===== src/hdl/cache_geom_pkg.sv =====
package cache_geom_pkg;

    // Cache shape
    localparam int NUM_WAYS  = 4;
    localparam int NUM_SETS  = 4;
    localparam int LINE_BITS = 128;

    // Physical address fields
    localparam int PADDR_BITS = 15;
    localparam int TAG_LSB    = 7;
    localparam int INDEX_LSB  = 5;

    typedef logic [PADDR_BITS-1:0] paddr_t;

    typedef logic [PADDR_BITS-TAG_LSB-1:0] tag_t;

    typedef logic [TAG_LSB-INDEX_LSB-1:0] index_t;

    typedef logic [$clog2(NUM_WAYS)-1:0] way_t;

    typedef logic [LINE_BITS-1:0] line_t;

    // One age per way, 0 is most recently used
    typedef logic [$clog2(NUM_WAYS)-1:0] age_t;

endpackage


===== src/hdl/cache_op_pkg.sv =====
package cache_op_pkg;

    // Request kinds seen by the lookup front end
    typedef enum logic [1:0] {
        // Load
        OP_READ  = 2'd0,
        // Store under a bit mask
        OP_WRITE = 2'd1,
        // Line returning from the bus
        OP_FILL  = 2'd2
    } op_e;

endpackage


===== src/hdl/lookup_access_if.sv =====
interface lookup_access_if;

    logic                   valid;
    cache_op_pkg::op_e      op;
    logic                   hit;
    cache_geom_pkg::index_t index;
    cache_geom_pkg::way_t   way;
    cache_geom_pkg::line_t  data;
    cache_geom_pkg::line_t  mask;

    // Stage one side
    modport lookup_mp (
        output valid,
        output op,
        output hit,
        output index,
        output way,
        output data,
        output mask
    );

    // Stage two side
    modport access_mp (
        input valid,
        input op,
        input hit,
        input index,
        input way,
        input data,
        input mask
    );

endinterface


===== src/hdl/cache_lookup_top.sv =====
module cache_lookup_top (
    input  logic                   clk,
    input  logic                   rst_n,
    input  logic                   req_valid,
    input  cache_op_pkg::op_e      req_op,
    input  cache_geom_pkg::paddr_t req_addr,
    input  cache_geom_pkg::line_t  req_data,
    input  cache_geom_pkg::line_t  req_mask,
    input  logic                   mshr_full,
    output logic                   resp_valid,
    output logic                   resp_hit,
    output cache_geom_pkg::line_t  resp_line,
    output logic                   miss,
    output cache_geom_pkg::paddr_t miss_addr,
    output logic                   wb,
    output cache_geom_pkg::paddr_t wb_addr,
    output logic                   stall
);

    // Item between the two stages
    lookup_access_if stage_if ();

    tag_lookup u_tag_lookup (
        .clk       (clk),
        .rst_n     (rst_n),
        .req_valid (req_valid),
        .req_op    (req_op),
        .req_addr  (req_addr),
        .req_data  (req_data),
        .req_mask  (req_mask),
        .mshr_full (mshr_full),
        .stall     (stall),
        .miss      (miss),
        .wb        (wb),
        .miss_addr (miss_addr),
        .wb_addr   (wb_addr),
        .out       (stage_if.lookup_mp)
    );

    line_access u_line_access (
        .clk        (clk),
        .rst_n      (rst_n),
        .in         (stage_if.access_mp),
        .resp_valid (resp_valid),
        .resp_hit   (resp_hit),
        .resp_line  (resp_line)
    );

endmodule


===== src/hdl/line_access.sv =====
module line_access (
    input  logic                  clk,
    input  logic                  rst_n,
    lookup_access_if.access_mp    in,
    output logic                  resp_valid,
    output logic                  resp_hit,
    output cache_geom_pkg::line_t resp_line
);

    cache_geom_pkg::line_t data_mem [cache_geom_pkg::NUM_SETS][cache_geom_pkg::NUM_WAYS];

    cache_geom_pkg::line_t old_line;
    cache_geom_pkg::line_t new_line;
    logic                  do_write;

    assign old_line = data_mem[in.index][in.way];
    assign do_write = in.valid && in.hit && (in.op != cache_op_pkg::OP_READ);

    // Line as it stands after this item
    always_comb begin
        case (in.op)
            cache_op_pkg::OP_WRITE: begin
                new_line = (old_line & ~in.mask) | (in.data & in.mask);
            end
            cache_op_pkg::OP_FILL: begin
                new_line = in.data;
            end
            default: begin
                new_line = old_line;
            end
        endcase
    end

    // Write lands at the same edge as the response
    always_ff @(posedge clk) begin
        if (do_write) begin
            data_mem[in.index][in.way] <= new_line;
        end
        resp_line <= new_line;
    end

    always_ff @(posedge clk) begin
        if (!rst_n) begin
            resp_valid <= 1'b0;
            resp_hit   <= 1'b0;
        end else begin
            resp_valid <= in.valid;
            // Misses and dropped fills answer without data
            resp_hit   <= in.valid && in.hit;
        end
    end

endmodule


===== src/hdl/lru_victim_select.sv =====
module lru_victim_select (
    input  logic                                    clk,
    input  logic                                    rst_n,
    input  logic                                    touch,
    input  cache_geom_pkg::index_t                  index,
    input  cache_geom_pkg::way_t                    touch_way,
    input  logic [cache_geom_pkg::NUM_WAYS-1:0]     valid_bits,
    output cache_geom_pkg::way_t                    victim
);

    cache_geom_pkg::age_t age [cache_geom_pkg::NUM_SETS][cache_geom_pkg::NUM_WAYS];
    cache_geom_pkg::age_t oldest_age;

    // Tied ages also step so that the set settles into distinct ages after reset
    always_ff @(posedge clk) begin
        if (!rst_n) begin
            for (int s = 0; s < cache_geom_pkg::NUM_SETS; s++) begin
                for (int w = 0; w < cache_geom_pkg::NUM_WAYS; w++) begin
                    age[s][w] <= '0;
                end
            end
        end else if (touch) begin
            for (int w = 0; w < cache_geom_pkg::NUM_WAYS; w++) begin
                if (w == touch_way) begin
                    age[index][w] <= '0;
                end else if (age[index][w] <= age[index][touch_way] &&
                             age[index][w] != '1) begin
                    age[index][w] <= age[index][w] + 1'b1;
                end
            end
        end
    end

    // Oldest way wins, lowest number on a tie
    always_comb begin
        oldest_age = '0;
        victim     = '0;
        for (int w = 0; w < cache_geom_pkg::NUM_WAYS; w++) begin
            if (age[index][w] > oldest_age) begin
                oldest_age = age[index][w];
                victim     = cache_geom_pkg::way_t'(w);
            end
        end
        // An empty way always goes first
        for (int w = cache_geom_pkg::NUM_WAYS - 1; w >= 0; w--) begin
            if (!valid_bits[w]) begin
                victim = cache_geom_pkg::way_t'(w);
            end
        end
    end

endmodule


===== src/hdl/tag_lookup.sv =====
module tag_lookup (
    input  logic                   clk,
    input  logic                   rst_n,
    input  logic                   req_valid,
    input  cache_op_pkg::op_e      req_op,
    input  cache_geom_pkg::paddr_t req_addr,
    input  cache_geom_pkg::line_t  req_data,
    input  cache_geom_pkg::line_t  req_mask,
    input  logic                   mshr_full,
    output logic                   stall,
    output logic                   miss,
    output logic                   wb,
    output cache_geom_pkg::paddr_t miss_addr,
    output cache_geom_pkg::paddr_t wb_addr,
    lookup_access_if.lookup_mp     out
);

    cache_geom_pkg::tag_t tag_mem [cache_geom_pkg::NUM_SETS][cache_geom_pkg::NUM_WAYS];
    logic [cache_geom_pkg::NUM_WAYS-1:0] valid_q [cache_geom_pkg::NUM_SETS];
    logic [cache_geom_pkg::NUM_WAYS-1:0] dirty_q [cache_geom_pkg::NUM_SETS];

    cache_geom_pkg::tag_t   req_tag;
    cache_geom_pkg::index_t req_index;
    logic [cache_geom_pkg::NUM_WAYS-1:0] hit_vec;
    logic                   any_hit;
    cache_geom_pkg::way_t   hit_way;
    cache_geom_pkg::way_t   victim;
    logic                   is_access;
    logic                   accept;
    logic                   alloc;
    logic                   touch;
    logic                   victim_dirty;

    assign req_tag   = req_addr[cache_geom_pkg::PADDR_BITS-1:cache_geom_pkg::TAG_LSB];
    assign req_index = req_addr[cache_geom_pkg::TAG_LSB-1:cache_geom_pkg::INDEX_LSB];

    // Four-way tag compare
    always_comb begin
        hit_way = '0;
        for (int w = 0; w < cache_geom_pkg::NUM_WAYS; w++) begin
            hit_vec[w] = valid_q[req_index][w] && (tag_mem[req_index][w] == req_tag);
            if (hit_vec[w]) begin
                hit_way = cache_geom_pkg::way_t'(w);
            end
        end
    end

    assign any_hit   = |hit_vec;
    assign is_access = (req_op == cache_op_pkg::OP_READ) || (req_op == cache_op_pkg::OP_WRITE);

    // Fills never wait on the miss unit
    assign stall  = req_valid && is_access && !any_hit && mshr_full;
    assign accept = req_valid && !stall;
    assign alloc  = accept && is_access && !any_hit;
    assign touch  = (accept && any_hit) || alloc;

    assign victim_dirty = valid_q[req_index][victim] && dirty_q[req_index][victim];

    lru_victim_select u_lru (
        .clk        (clk),
        .rst_n      (rst_n),
        .touch      (touch),
        .index      (req_index),
        .touch_way  (any_hit ? hit_way : victim),
        .valid_bits (valid_q[req_index]),
        .victim     (victim)
    );

    always_ff @(posedge clk) begin
        if (alloc) begin
            tag_mem[req_index][victim] <= req_tag;
        end
    end

    always_ff @(posedge clk) begin
        if (!rst_n) begin
            for (int s = 0; s < cache_geom_pkg::NUM_SETS; s++) begin
                valid_q[s] <= '0;
                dirty_q[s] <= '0;
            end
            miss      <= 1'b0;
            wb        <= 1'b0;
            out.valid <= 1'b0;
        end else begin
            miss      <= alloc;
            wb        <= alloc && victim_dirty;
            out.valid <= accept;
            if (alloc) begin
                valid_q[req_index][victim] <= 1'b1;
                dirty_q[req_index][victim] <= 1'b0;
            end else if (accept && any_hit) begin
                if (req_op == cache_op_pkg::OP_WRITE) begin
                    dirty_q[req_index][hit_way] <= 1'b1;
                end else if (req_op == cache_op_pkg::OP_FILL) begin
                    dirty_q[req_index][hit_way] <= 1'b0;
                end
            end
        end
    end

    // Line addresses and the item for stage two
    always_ff @(posedge clk) begin
        if (alloc) begin
            miss_addr <= {req_tag, req_index, {cache_geom_pkg::INDEX_LSB{1'b0}}};
            wb_addr   <= {tag_mem[req_index][victim], req_index,
                          {cache_geom_pkg::INDEX_LSB{1'b0}}};
        end
        out.op    <= req_op;
        out.hit   <= any_hit;
        out.index <= req_index;
        out.way   <= hit_way;
        out.data  <= req_data;
        out.mask  <= req_mask;
    end

endmodule


===== config.mk =====
export PLATFORM = sky130hd
export DESIGN_NAME = cache_lookup_top
export DESIGN_NICKNAME = d
export VERILOG_FILES = /design/src/hdl/cache_geom_pkg.sv /design/src/hdl/cache_op_pkg.sv /design/src/hdl/lookup_access_if.sv /design/src/hdl/cache_lookup_top.sv /design/src/hdl/line_access.sv /design/src/hdl/lru_victim_select.sv /design/src/hdl/tag_lookup.sv
export SDC_FILE = /design/constraint.sdc
export NUM_CORES = 2
export LEC_CHECK = 0
export BUFFER_PORTS_ARGS = -buffer_cell sky130_fd_sc_hd__buf_2
export CORE_ASPECT_RATIO = 0.8
export CORE_MARGIN = 2
export CORE_UTILIZATION = 50
export CTS_CLUSTER_DIAMETER = 100
export CTS_CLUSTER_SIZE = 20
export DETAILED_ROUTE_END_ITERATION = 10
export HOLD_SLACK_MARGIN = 0.06
export PLACE_DENSITY = 0.65
export SYNTH_ARGS = -nofsm -noshare
export SYNTH_HDL_FRONTEND = slang
export SYNTH_SLANG_ARGS = --single-unit

===== constraint.sdc =====
create_clock -name clk -period 15.1 [get_ports clk]
set_input_delay 0.755 -clock clk [delete_from_list [all_inputs] [get_ports clk]]
set_output_delay 0.755 -clock clk [all_outputs]
set_load 0.01 [all_outputs]

==> run summary <==
Crit path time final = 7.62 ns
Mean post-synth cell area = 21.0 um^2
Met3 WL = 13700 um
Register bit total from synthesis = 2654
Cell count after placement = 7594
Core ar. = 0.195 mm^2
Layout Utilization = 56.9%
Initial antenna violation count = 6
IO buf count = 424
PwrDens = 121 mW/mm^2
Largest family of logic cells by synthesized area = multiplexers
RSZ-0062 raised after global routing = no
Hold path cells = 1
Hold Path Class = in2reg
CP Max Fanout = 54
Cell row count = 145
DRT iter0 DRCs = 5566
Top layer in use = met4
Die H = 400 um
Post-CTS setup buffer count = 0
CP Launch Type = input pin
Max transition margin = 16.0%
CTS tree = done
First-pass GRT wire length = 328000 um
Fin. Hold Viols = 0
Die ar. = 0.199 mm^2
GP Congestion = 0.798
CP endpoint kind = flip-flop
Hold_buf cts = 251
Post-synthesis sequential area ratio = 77.4%
Fill cells = 14300
Share of the synthesized area in the top cell type = 69.3%
H-tree depth = 4
Fmax = 0.131 GHz
Vias per cell = 5.94
EDFF count, synth = 2258
Yosys top cell by area = edfxtp_1
Synth warn = 0
Largest net degree at the start of global routing = 132
Period utilisation layout = 50.4%
Mapped Cells = 4661
Gr ovfl total = 0
Synth top area cells = edfxtp_1, mux4_2, dfxtp_1, o21ai_0, nand2_1
Post-route setup TNS = 0 ns
Simple-gate share of the synthesized area = 2.10%
Hold EP = u_tag_lookup.out.mask[100]$_DFF_P_
CTS Sinks = 2654
Crit-path max cell delay = 0.64 ns
Leakage power = 36.1 nW
Number of global-route vias before repair = 48500
Reg2reg start = u_tag_lookup.u_lru.age[0][7]$_SDFFCE_PN0P_
Antenna-violating nets left = 0
Worst-Margin Slew = 1.25 ns
DR pass1 iterations = 6
Synth Area in Compound Gates = 2.73%
Final Skew = 0.0406 ns
Worst Path Arrival = 8.17 ns
# setup viols final = 0
Status = finished clean
Ports = 440
TritonCTS buffer count = 151
Max Slew Vio Count = 0
Initial Util = 50.2%
Reg-to-Reg End = u_tag_lookup.u_lru.age[1][5]$_SDFFCE_PN0P_
Unique masters post-synth = 67
Layout Area Growth over Synthesis = 13.3%
Top_reg_cell synth = edfxtp_1
Slowest CP cell = nor2_1
Fin cells = 8127
Mux cell area share after synthesis = 15.9%
Data required, critical path = 15.65 ns
DP HPWL = 119000 um
Number of max-cap violations = 0
Synth Area in Adders = 0.243%
Mapped cell area = 0.0978 mm^2
Post-Route WL = 227000 um
Worst setup path class = in2reg
Async S/R FF share, synth = 0%
Reg2reg setup slack = 7.73 ns
Multi-input gate area = 0.0210 mm^2
Fraction of layout cells with a size suffix above 1 = 27.7%
Routed vias = 48200
Clock root buffer = clkbuf_16
Synth top cells by count = edfxtp_1, mux4_2, dfxtp_1, o21ai_0, nand2_1
Min-delay src = req_mask[100]
M1 WL = 95600 um
Die X = 499 um
CP startpoint = req_addr[6]
Wire per inst = 27.9 um
Register Area = 0.0757 mm^2
Most common cell in the netlist = edfxtp_1
# DRC = 0
Reg2reg path depth = 28
Post-CTS sizing = 0
Reg clk slew, reported paths = 0.09 ns
GRT Overall Usage = 22.5%
DR WL met2 = 112000 um
Post-synthesis xor/xnor area fraction = 0.295%
Clk_lat worst skew = 0.82 ns
Clock Tree Buf Depth = 3
Worst VDD drop = 0.111 mV
Nets = 5722
-- kinds of logic after synthesis --
logic type | Yosys count
other cells | 1
simple gates | 468
xor+xnor | 33
fa+ha+maj | 19
mux | 697
flops | 2654
buf+inv | 298
compound gates | 491
-- power breakdown --
group          switching (mW)  internal (mW)
Sequential             0.0428           8.12
Combinational           0.538          0.365
Clock                    2.33           1.96
Total                    2.91           10.4
-- layout make-up --
cell class	count	share of cell area (%)
inverters	24	0.0858
repair buffers	877	5.61
diodes	1	0.00226
well taps	2572	2.90
flip-flops and latches	2654	68.4
clock buffers	266	3.86
clock inverters	15	0.210
multi-input cells	1718	19.0
-- worst max path at each step --
stage,to,cells after the start,slack (ns)
6_report,u_tag_lookup.u_lru.age[1][5]$_SDFFCE_PN0P_,30,7.48
4_1_cts,u_tag_lookup.u_lru.age[0][4]$_SDFFCE_PN0P_,30,7.62
3_3_place_gp,u_tag_lookup.u_lru.age[1][4]$_SDFFCE_PN0P_,30,6.79
2_1_floorplan,u_line_access.data_mem[0][0]$_DFFE_PP_,5,4.39
5_1_grt,u_tag_lookup.u_lru.age[0][5]$_SDFFCE_PN0P_,30,6.89
3_5_place_dp,u_tag_lookup.u_lru.age[0][4]$_SDFFCE_PN0P_,30,6.71
-- stage by stage --
step	setup slack [ns]	power, mW	hold slack [ns]	area (um^2)
detailed placement	6.71	9.19	0.496	104000
global placement	6.79	9.17	0.499	104000
floorplan	4.39	8.84	0.450	97900
finish	7.48	13.4	0.150	111000
global route	6.89	13.8	0.0948	111000
CTS	7.62	13.5	0.0855	111000
-- layer usage --
metal  GRT usage (%)  vias up
met2            37.3     1718
met3            2.86      271
met5               0        -
met1            32.3    25800
met4            5.31        0
li1                -    20400
-- placed cells by master, fill, tap and decap left out, drive strengths merged, types with 11 or more instances in the layout --
cell and instances:
a21oi 138, buf 626, clkbuf 266, dfxtp 396, dlygate4sd3 251, edfxtp 2258, ha 19, inv 33
mux4 688, nand2 282, nand3 11, nor2 100, nor3 30, o21ai 312, xnor2 33
-- critical path: cells and delay by family --
kind	cells	cell delay, ns
AO/OA/AOI/OAI	11	2.74
adder cells (fa/ha/maj)	5	1.26
buffers and inverters	4	0.89
multiplexers	2	0.79
AND/OR/NAND/NOR	8	1.69
-- registers in the layout (all words and copies together), names as in the netlist, 2 cells and up --
name,cells
u_line_access.data_mem,2048
u_line_access.resp_line,128
u_tag_lookup.out.data,128
u_tag_lookup.out.mask,128
u_tag_lookup.tag_mem,128
u_tag_lookup.u_lru.age,32
u_tag_lookup.dirty_q,16
u_tag_lookup.valid_q,16
u_tag_lookup.miss_addr,10
u_tag_lookup.wb_addr,8
u_tag_lookup.out.index,2
u_tag_lookup.out.op,2
u_tag_lookup.out.way,2
No activity file was read; power rests on OpenSTA's default activity.
